## src/lcdPkg.sv

```systemverilog
package lcdPkg;

  // panel command codes
  localparam logic [7:0] cmdSoftReset   = 8'h01;
  localparam logic [7:0] cmdSleepIn     = 8'h10;
  localparam logic [7:0] cmdSleepOut    = 8'h11;
  localparam logic [7:0] cmdDispOff     = 8'h28;
  localparam logic [7:0] cmdDispOn      = 8'h29;
  localparam logic [7:0] cmdColumnSet   = 8'h2A;
  localparam logic [7:0] cmdPageSet     = 8'h2B;
  localparam logic [7:0] cmdMemWrite    = 8'h2C;
  localparam logic [7:0] cmdAccessCtrl  = 8'h36;
  localparam logic [7:0] cmdPixelFormat = 8'h3A;

  // 16 bits per pixel
  localparam logic [7:0] paramPixelFormat = 8'h55;
  // row/column exchange and BGR order
  localparam logic [7:0] paramAccessCtrl  = 8'hB8;

  // wait counts, wide enough for the longest wait
  localparam int delayWidth = 21;

  typedef logic [delayWidth-1:0] delay_t;

  // waits in clock cycles after a command
  localparam delay_t waitReset    = delay_t'(1200000);
  localparam delay_t waitSleepIn  = delay_t'(1200000);
  localparam delay_t waitSleepOut = delay_t'(50000);
  localparam delay_t waitDisp     = delay_t'(50000);

  localparam int stepIndexWidth = 5;

  typedef enum logic [1:0] {
    opInit,
    opDispOff,
    opDispOn,
    opPixel
  } lcdOp_t;

  // drawing window, inclusive bounds
  typedef struct packed {
    logic [15:0] xStart;
    logic [15:0] xEnd;
    logic [15:0] yStart;
    logic [15:0] yEnd;
  } window_t;

  typedef logic [15:0] rgb565_t;

  // one byte written to the panel, with the pause that follows it
  typedef struct packed {
    logic       isLast;
    logic       dc;
    logic [7:0] data;
    // 0 means the next write follows at once
    delay_t     waitCycles;
  } step_t;

  typedef struct packed {
    logic       csx;
    logic       dcx;
    logic       wrx;
    logic [7:0] data;
  } lcdBus_t;

endpackage

```

## src/busWriter.sv

```systemverilog
module busWriter (
  input  logic       clk,
  input  logic       rst,
  input  logic       write,
  input  logic       dc,
  input  logic [7:0] byteIn,
  output logic       dcx,
  output logic       wrx,
  output logic [7:0] data,
  output logic       writeDone
);

  // two phases per write: wrx low, then wrx high
  // the panel latches dcx and data on the rising edge of wrx
  always_ff @(posedge clk, posedge rst) begin
    if (rst) begin
      dcx       <= 1'b1;
      wrx       <= 1'b1;
      data      <= 8'h00;
      writeDone <= 1'b0;
    end else begin
      writeDone <= 1'b0;
      if (write) begin
        // setup phase, dcx and data change while wrx falls
        dcx  <= dc;
        data <= byteIn;
        wrx  <= 1'b0;
      end else if (!wrx) begin
        // latch phase, data and dcx keep their value
        wrx       <= 1'b1;
        writeDone <= 1'b1;
      end
    end
  end

endmodule

```

## src/delayTimer.sv

```systemverilog
module delayTimer (
  input  logic           clk,
  input  logic           rst,
  input  logic           delayLoad,
  input  lcdPkg::delay_t delayValue,
  output logic           delayDone
);
  import lcdPkg::*;

  delay_t count;

  // count holds the cycles left, including the current one
  always_ff @(posedge clk, posedge rst) begin
    if (rst) begin
      count <= '0;
    end else if (delayLoad) begin
      count <= delayValue;
    end else if (count != '0) begin
      count <= count - 1'b1;
    end
  end

  // a load of W in cycle N reaches 1 in cycle N+W
  assign delayDone = (count == delay_t'(1));

endmodule

```

## src/lcdController.sv

```systemverilog
module lcdController (
  input  logic            clk,
  input  logic            rst,
  input  logic            start,
  input  lcdPkg::lcdOp_t  op,
  input  lcdPkg::window_t window,
  input  lcdPkg::rgb565_t color,
  output lcdPkg::lcdBus_t lcd,
  output logic            busy,
  output logic            ack
);
  import lcdPkg::*;

  lcdOp_t                    scriptOp;
  logic [stepIndexWidth-1:0] index;
  step_t                     step;
  logic                      write;
  logic                      dc;
  logic [7:0]                byteOut;
  logic                      writeDone;
  logic                      delayLoad;
  delay_t                    delayValue;
  logic                      delayDone;
  logic                      csx;
  logic                      dcx;
  logic                      wrx;
  logic [7:0]                data;

  lcdSequencer uSequencer (
    .clk        (clk),
    .rst        (rst),
    .start      (start),
    .op         (op),
    .step       (step),
    .writeDone  (writeDone),
    .delayDone  (delayDone),
    .scriptOp   (scriptOp),
    .index      (index),
    .write      (write),
    .dc         (dc),
    .byteOut    (byteOut),
    .delayLoad  (delayLoad),
    .delayValue (delayValue),
    .csx        (csx),
    .busy       (busy),
    .ack        (ack)
  );

  lcdScript uScript (
    .op     (scriptOp),
    .index  (index),
    .window (window),
    .color  (color),
    .step   (step)
  );

  busWriter uWriter (
    .clk       (clk),
    .rst       (rst),
    .write     (write),
    .dc        (dc),
    .byteIn    (byteOut),
    .dcx       (dcx),
    .wrx       (wrx),
    .data      (data),
    .writeDone (writeDone)
  );

  delayTimer uTimer (
    .clk        (clk),
    .rst        (rst),
    .delayLoad  (delayLoad),
    .delayValue (delayValue),
    .delayDone  (delayDone)
  );

  // chip select from the sequencer, the rest of the pins from the writer
  assign lcd = '{csx: csx, dcx: dcx, wrx: wrx, data: data};

endmodule

```

## src/lcdScript.sv

```systemverilog
module lcdScript (
  input  lcdPkg::lcdOp_t                    op,
  input  logic [lcdPkg::stepIndexWidth-1:0] index,
  input  lcdPkg::window_t                   window,
  input  lcdPkg::rgb565_t                   color,
  output lcdPkg::step_t                     step
);
  import lcdPkg::*;

  // command byte, optionally followed by a wait
  function automatic step_t cmdStep(
    input logic [7:0] code,
    input delay_t     w,
    input logic       last
  );
    cmdStep = '{isLast: last, dc: 1'b0, data: code, waitCycles: w};
  endfunction

  // parameter byte, never followed by a wait
  function automatic step_t parStep(
    input logic [7:0] b,
    input logic       last
  );
    parStep = '{isLast: last, dc: 1'b1, data: b, waitCycles: '0};
  endfunction

  always_comb begin
    // out of range index ends the operation
    step = '{isLast: 1'b1, default: '0};
    case (op)
      opInit: begin
        case (index)
          5'd0: step = cmdStep(cmdSleepIn, waitSleepIn, 1'b0);
          5'd1: step = cmdStep(cmdSoftReset, waitReset, 1'b0);
          5'd2: step = cmdStep(cmdSleepOut, waitSleepOut, 1'b0);
          5'd3: step = cmdStep(cmdPixelFormat, '0, 1'b0);
          5'd4: step = parStep(paramPixelFormat, 1'b0);
          5'd5: step = cmdStep(cmdAccessCtrl, '0, 1'b0);
          5'd6: step = parStep(paramAccessCtrl, 1'b0);
          5'd7: step = cmdStep(cmdDispOn, '0, 1'b1);
          default: ;
        endcase
      end

      opDispOff: begin
        case (index)
          5'd0: step = cmdStep(cmdDispOff, waitDisp, 1'b0);
          5'd1: step = cmdStep(cmdSleepIn, waitSleepIn, 1'b1);
          default: ;
        endcase
      end

      opDispOn: begin
        case (index)
          5'd0: step = cmdStep(cmdSleepOut, waitSleepOut, 1'b0);
          5'd1: step = cmdStep(cmdDispOn, waitDisp, 1'b1);
          default: ;
        endcase
      end

      opPixel: begin
        // window bounds and colour go out high byte first
        case (index)
          5'd0:  step = cmdStep(cmdColumnSet, '0, 1'b0);
          5'd1:  step = parStep(window.xStart[15:8], 1'b0);
          5'd2:  step = parStep(window.xStart[7:0], 1'b0);
          5'd3:  step = parStep(window.xEnd[15:8], 1'b0);
          5'd4:  step = parStep(window.xEnd[7:0], 1'b0);
          5'd5:  step = cmdStep(cmdPageSet, '0, 1'b0);
          5'd6:  step = parStep(window.yStart[15:8], 1'b0);
          5'd7:  step = parStep(window.yStart[7:0], 1'b0);
          5'd8:  step = parStep(window.yEnd[15:8], 1'b0);
          5'd9:  step = parStep(window.yEnd[7:0], 1'b0);
          5'd10: step = cmdStep(cmdMemWrite, '0, 1'b0);
          5'd11: step = parStep(color[15:8], 1'b0);
          5'd12: step = parStep(color[7:0], 1'b1);
          default: ;
        endcase
      end

      default: ;
    endcase
  end

endmodule

```

## src/lcdSequencer.sv

```systemverilog
module lcdSequencer (
  input  logic                              clk,
  input  logic                              rst,
  input  logic                              start,
  input  lcdPkg::lcdOp_t                    op,
  input  lcdPkg::step_t                     step,
  input  logic                              writeDone,
  input  logic                              delayDone,
  output lcdPkg::lcdOp_t                    scriptOp,
  output logic [lcdPkg::stepIndexWidth-1:0] index,
  output logic                              write,
  output logic                              dc,
  output logic [7:0]                        byteOut,
  output logic                              delayLoad,
  output lcdPkg::delay_t                    delayValue,
  output logic                              csx,
  output logic                              busy,
  output logic                              ack
);
  import lcdPkg::*;

  typedef enum logic [2:0] {
    stIdle,
    stSelect,
    stWrite,
    stWaitWrite,
    stWaitDelay,
    stRelease,
    stDone
  } state_t;

  state_t state;
  state_t stateNext;
  logic   accept;
  logic   stepHasWait;
  logic   stepFinished;

  // a start is taken only when no operation is running
  assign accept      = start && (state == stIdle || state == stDone);
  assign stepHasWait = (step.waitCycles != '0);

  // the current byte is written and its wait, if any, is over
  assign stepFinished = (state == stWaitWrite && writeDone && !stepHasWait) ||
                        (state == stWaitDelay && delayDone);

  always_comb begin
    stateNext = state;
    case (state)
      stIdle: begin
        if (start) stateNext = stSelect;
      end
      stSelect: stateNext = stWrite;
      stWrite:  stateNext = stWaitWrite;
      stWaitWrite: begin
        if (writeDone) begin
          if (stepHasWait) stateNext = stWaitDelay;
          else if (step.isLast) stateNext = stRelease;
          else stateNext = stWrite;
        end
      end
      stWaitDelay: begin
        if (delayDone) stateNext = step.isLast ? stRelease : stWrite;
      end
      stRelease: stateNext = stDone;
      stDone: begin
        // back to back operations skip the idle cycle
        stateNext = start ? stSelect : stIdle;
      end
      default: stateNext = stIdle;
    endcase
  end

  always_ff @(posedge clk, posedge rst) begin
    if (rst) begin
      state    <= stIdle;
      scriptOp <= opInit;
      index    <= '0;
      csx      <= 1'b1;
    end else begin
      state <= stateNext;
      if (accept) begin
        scriptOp <= op;
        index    <= '0;
        csx      <= 1'b0;
      end else if (stepFinished) begin
        if (step.isLast) csx <= 1'b1;
        else index <= index + 1'b1;
      end
    end
  end

  // one strobe per step, the byte comes straight from the script
  assign write   = (state == stWrite);
  assign dc      = step.dc;
  assign byteOut = step.data;

  assign delayLoad  = (state == stWaitWrite) && writeDone && stepHasWait;
  assign delayValue = step.waitCycles;

  assign busy = (state != stIdle) && (state != stDone);
  assign ack  = (state == stDone);

endmodule

```

## config.mk

```make
export PLATFORM = sky130hd
export DESIGN_NAME = lcdController
export DESIGN_NICKNAME = d
export VERILOG_FILES = /design/src/lcdPkg.sv /design/src/busWriter.sv /design/src/delayTimer.sv /design/src/lcdController.sv /design/src/lcdScript.sv /design/src/lcdSequencer.sv
export SDC_FILE = /design/constraint.sdc
export NUM_CORES = 1
export LEC_CHECK = 0
export BUFFER_PORTS_ARGS = -buffer_cell sky130_fd_sc_hd__buf_2
export CAP_MARGIN = 20
export CORE_AREA = 2 2 117 85
export DETAILED_ROUTE_END_ITERATION = 8
export DIE_AREA = 0 0 119 87
export PLACE_DENSITY_LB_ADDON = 0.2
export RECOVER_POWER = 100
export SLEW_MARGIN = 15
export SYNTH_ARGS = -nofsm -noshare
export SYNTH_HDL_FRONTEND = slang
export SYNTH_SLANG_ARGS = --single-unit
```

## constraint.sdc

```tcl
create_clock -name clk -period 2.9 [get_ports clk]
set_input_delay 0.29 -clock clk [delete_from_list [all_inputs] [get_ports clk]]
set_output_delay 0.29 -clock clk [all_outputs]
set_load 0.01 [all_outputs]
```

==> results <==
- The number of storage elements in the synthesis netlist is 43.
- The category of the most critical setup path is flip-flop to flip-flop.
- The number of global-route vias before repair is 3533.
- The distinct cell type count of the synthesized netlist is 71.
- The detailed-routing iteration count for the pre-antenna-repair pass is 5.
- The slowest cell on the critical path is sky130_fd_sc_hd__ha_1.
- Averaged over all synthesized cells, the footprint is 8.34 um^2.
- The remaining design rule violation count is 0.
- The number of cells upsized or downsized after cts is 0.
- The synthesized netlist cell count is 434.
- The type of the most critical hold path is input port to flip-flop.
- In this run the critical register-to-register path is launched from uSequencer.index[1].
- The worst setup path is captured at a flip-flop.
- Entering global routing, the biggest net connects 44 pins.
- The first-pass GRT wire length is 17.9 mm.
- The die boundary width is 119 um.
- The violation count after the first detailed-routing iteration is 379.
- The count of hold buffers inserted by post-cts repair is 0.
- Among all flip-flop cells after synthesis, the most frequent one is sky130_fd_sc_hd__dfrtp_1.
- The synthesized design contains 0 enable-type register cells.
- For the final routed database, the setup TNS stands at 0 ns.
- The top cell types in the final layout, fill and taps aside, are sky130_fd_sc_hd__buf_2 (86), sky130_fd_sc_hd__nor2_1 (43), sky130_fd_sc_hd__nand2_1 (42).
- TritonCTS built the clock tree.
- The net count of the mapped netlist is 525.
- The total power per unit cell area is 892 mW/mm^2.
- The final layout contains routed wiring with a total length of 10.8 mm.
- The detail route stage leaves a number of antenna-violating nets equal to 0.
- At the worst endpoint, the arrival time is 2.71 ns.
- The actual transition at the worst max-transition pin is 1.12 ns.
- The share of the Yosys chip area taken by registers is 0.298.
- Measured along the y axis, the die boundary spans 87 um.
- The number of stages on the worst hold path is 2.
- For this run, the slowest stage of the critical path takes 0.50 ns.
- The repair_antennas step left the layout with diodes totalling 0.
- The hold path startpoint is start.
- The total clock buffers created by CTS is 5.
- The tool flagged a number of max-cap violations equal to 0.
- Dividing the detail-routed via count by the number of cells gives 5.74.
- The total half-perimeter wirelength after legalization and detailed placement is 8.24 mm.
- The starting utilization of the core area is 0.387.
- In this run the register-to-register setup slack is 0.33 ns.
- During I/O placement, the number of pins put on the boundary was 98.
- The maximum number of buffers from clock root to sink is 2.
- The run finished with clean final reports.
- The routability-driven placement congestion ratio is 0.892.
- The number of hold violations in the final report was 0.
- The root buffer cell is sky130_fd_sc_hd__clkbuf_16.
- The final worst clock skew is 0.00655 ns.
- The total number of clock tree sinks is 43.
- The die outline area is 0.0104 mm^2.
- The total number of placement rows is 30.
- The clock reaches the later pin of the worst-skew pair after 0.29 ns.
- Of the cells placed in the final design, the portion with a size suffix greater than 1 is 0.269.
- The number of antenna violations at the first check in global routing came to 0.
- VDD sags by at most 0.449 mV.
- The area growth from synthesis to layout is 21.5%.
- The fraction of registers with async set or reset after synthesis is 1.00.
- The clock period minus final worst setup slack is 2.57 ns.
- The total of endpoints with negative setup slack in the final report is 0.
- Yosys printed 0 warnings.
- The H-tree was split into 2 levels.
- The total congestion overflow is 0.
- Traced cell by cell, the critical path runs through inv_1 -> ha_1 -> nor2_1 -> or4_1 -> a21oi_1 -> clkbuf_1 -> nor3_1.
- Timing would allow up to 0.390 GHz.
- The clock input transition at the sequential cells of the worst setup and hold paths is 0.06 ns.
- The core region is 0.00935 mm^2.
- The final cycle utilization of the critical path is 0.885.
- Setup repair after global routing left no endpoint under its margin.
- The final net count is 615.
- The pre-CTS worst setup slack is 0.418 ns.
- Summed over all cells, the static leakage comes to 0.00192 uW.
- The most common library cell in the layout ignoring fill and taps is sky130_fd_sc_hd__buf_2.
- The total routing resource utilization after global routing is 0.215.
- Of all nets on the critical path, the largest fanout is 16.
- After detailed routing, the average wire length per cell comes to 16.6 um.
- The synthesized netlist occupies a cell area of 0.00362 mm^2.
- Measured against its own limit, the worst slew margin works out to 0.250.
- The minimum setup slack in the final design is 0.333 ns.
- The count of buffers inserted at the top-level ports is 97.
- For hold timing, the worst endpoint is uSequencer.index[4].
- The worst reg2reg path endpoint is uTimer.count[0].
- The depth of the most critical reg-to-reg path is 7.
- The post-CTS setup-driven buffer insertion count is 0.
- At the worst endpoint, the required time is 3.04 ns.
- The worst setup path is launched from a flip-flop.
- The count of vias placed by the detailed router is 3747.
- The number of pins with negative max-slew slack in the final report is 0.
synthesized netlist by cell type (3+ instances only):
cell type	n	area (um^2)
sky130_fd_sc_hd__o21a_1	3	22.5
sky130_fd_sc_hd__dfstp_2	3	78.8
sky130_fd_sc_hd__and2_1	4	25.0
sky130_fd_sc_hd__nand3b_1	4	30.0
sky130_fd_sc_hd__xnor2_1	3	26.3
sky130_fd_sc_hd__nor2b_1	7	43.8
sky130_fd_sc_hd__buf_4	3	22.5
sky130_fd_sc_hd__a31oi_1	4	25.0
sky130_fd_sc_hd__o31ai_1	11	82.6
sky130_fd_sc_hd__nand2b_1	7	43.8
sky130_fd_sc_hd__buf_2	12	60.1
sky130_fd_sc_hd__mux2i_1	10	100
sky130_fd_sc_hd__nand4b_1	5	43.8
sky130_fd_sc_hd__nor4bb_1	4	40.0
sky130_fd_sc_hd__a2bb2oi_1	3	26.3
sky130_fd_sc_hd__nor2_1	42	158
sky130_fd_sc_hd__a311oi_1	3	26.3
sky130_fd_sc_hd__clkbuf_1	15	56.3
sky130_fd_sc_hd__inv_1	10	37.5
sky130_fd_sc_hd__mux2_2	12	135
sky130_fd_sc_hd__nand2_1	42	158
sky130_fd_sc_hd__dfrtp_1	40	1000
sky130_fd_sc_hd__xor2_1	4	35.0
sky130_fd_sc_hd__or4_1	6	45.0
sky130_fd_sc_hd__o21ai_0	26	130
sky130_fd_sc_hd__ha_1	6	75.1
sky130_fd_sc_hd__nor3_1	11	55.1
sky130_fd_sc_hd__a21oi_1	26	130
sky130_fd_sc_hd__a22oi_1	12	90.1
sky130_fd_sc_hd__and3b_1	10	87.6
sky130_fd_sc_hd__a21o_1	4	30.0
sky130_fd_sc_hd__nand4_1	4	25.0
sky130_fd_sc_hd__nand3_1	17	85.1
sky130_fd_sc_hd__nor4_2	3	37.5
sky130_fd_sc_hd__a22o_1	3	26.3
sky130_fd_sc_hd__a32oi_1	9	78.8
registers in the layout, indices dropped and copies added (netlist names):
register and cells:
uSequencer.index 5, uWriter.wrx 1, uSequencer.csx 1, uWriter.data 8, uSequencer.scriptOp 2, uTimer.count 21, uSequencer.state 3, uWriter.writeDone 1
uWriter.dcx 1
worst max path at each step:
stage | endpoint | startpoint | cells past startpoint | slack [ns]
global placement | uSequencer.csx | uSequencer.index[1] | 6 | 0.51
CTS | uSequencer.state[0] | uSequencer.index[1] | 6 | 0.39
finish | uTimer.count[0] | uSequencer.index[1] | 7 | 0.33
global route | uWriter.data[4] | uSequencer.index[0] | 9 | 0.08
detailed placement | uSequencer.csx | uSequencer.index[1] | 6 | 0.42
floorplan | uSequencer.state[0] | uSequencer.index[0] | 7 | 0.79
routing by layer:
layer  wire, um  up-vias  global-route usage
met5          0        -                   0
met4         41        0              0.0271
met3        872        7              0.0458
met2       4620      138               0.319
met1       5280     1794               0.326
li1           -     1808                   -
per-stage QoR:
| stage | instances | total power, uW | hold WS, ns | cell area (um^2) | util |
|---|---|---|---|---|---|
| 5_1_grt | 653 | 4270 | 0.224 | 4400 | 0.471 |
| 3_5_place_dp | 645 | 3270 | 0.470 | 4250 | 0.455 |
| 2_1_floorplan | 434 | 2660 | 0.376 | 3620 | - |
| 4_1_cts | 653 | 3970 | 0.162 | 4430 | 0.474 |
| 6_report | 653 | 3920 | 0.217 | 4400 | 0.471 |
| 3_3_place_gp | 645 | 3240 | 0.468 | 4250 | 0.455 |
kinds of logic (layout without fill, tap and decap cells):
kind of cell             Yosys count  in the layout  synth area share
AND/OR/NAND/NOR                  187            187             0.301
adder cells (fa/ha/maj)            6              6            0.0207
buffers and inverters             44            135            0.0571
multiplexers                      22             22            0.0650
XOR/XNOR                           7              7            0.0169
AO/OA/AOI/OAI                    125            125             0.241
flip-flops                        43             43             0.298
worst max-delay path, delay by kind of cell (launching register included):
family          cells  cell delay, ns
flops               1            0.42
buf+inv             2            0.53
simple gates        3            0.80
fa+ha+maj           1            0.50
compound gates      1            0.17
cell type report:
cell class	instances	area, um^2
fillers	929	4950
well taps	128	160
multi-input cells	347	2330
flip-flops and latches	43	1080
clock inverters	2	35.0
inverters	11	41.3
repair buffers	116	613
clock buffers	6	139
power by group:
group	internal [uW]	switching, uW	leakage (uW)
sequential	868	374	0.000523
combinational	842	1170	0.00131
clock	429	239	0.0000868
total	2140	1780	0.00192
Note: power is estimated with default switching activity, not from simulation.
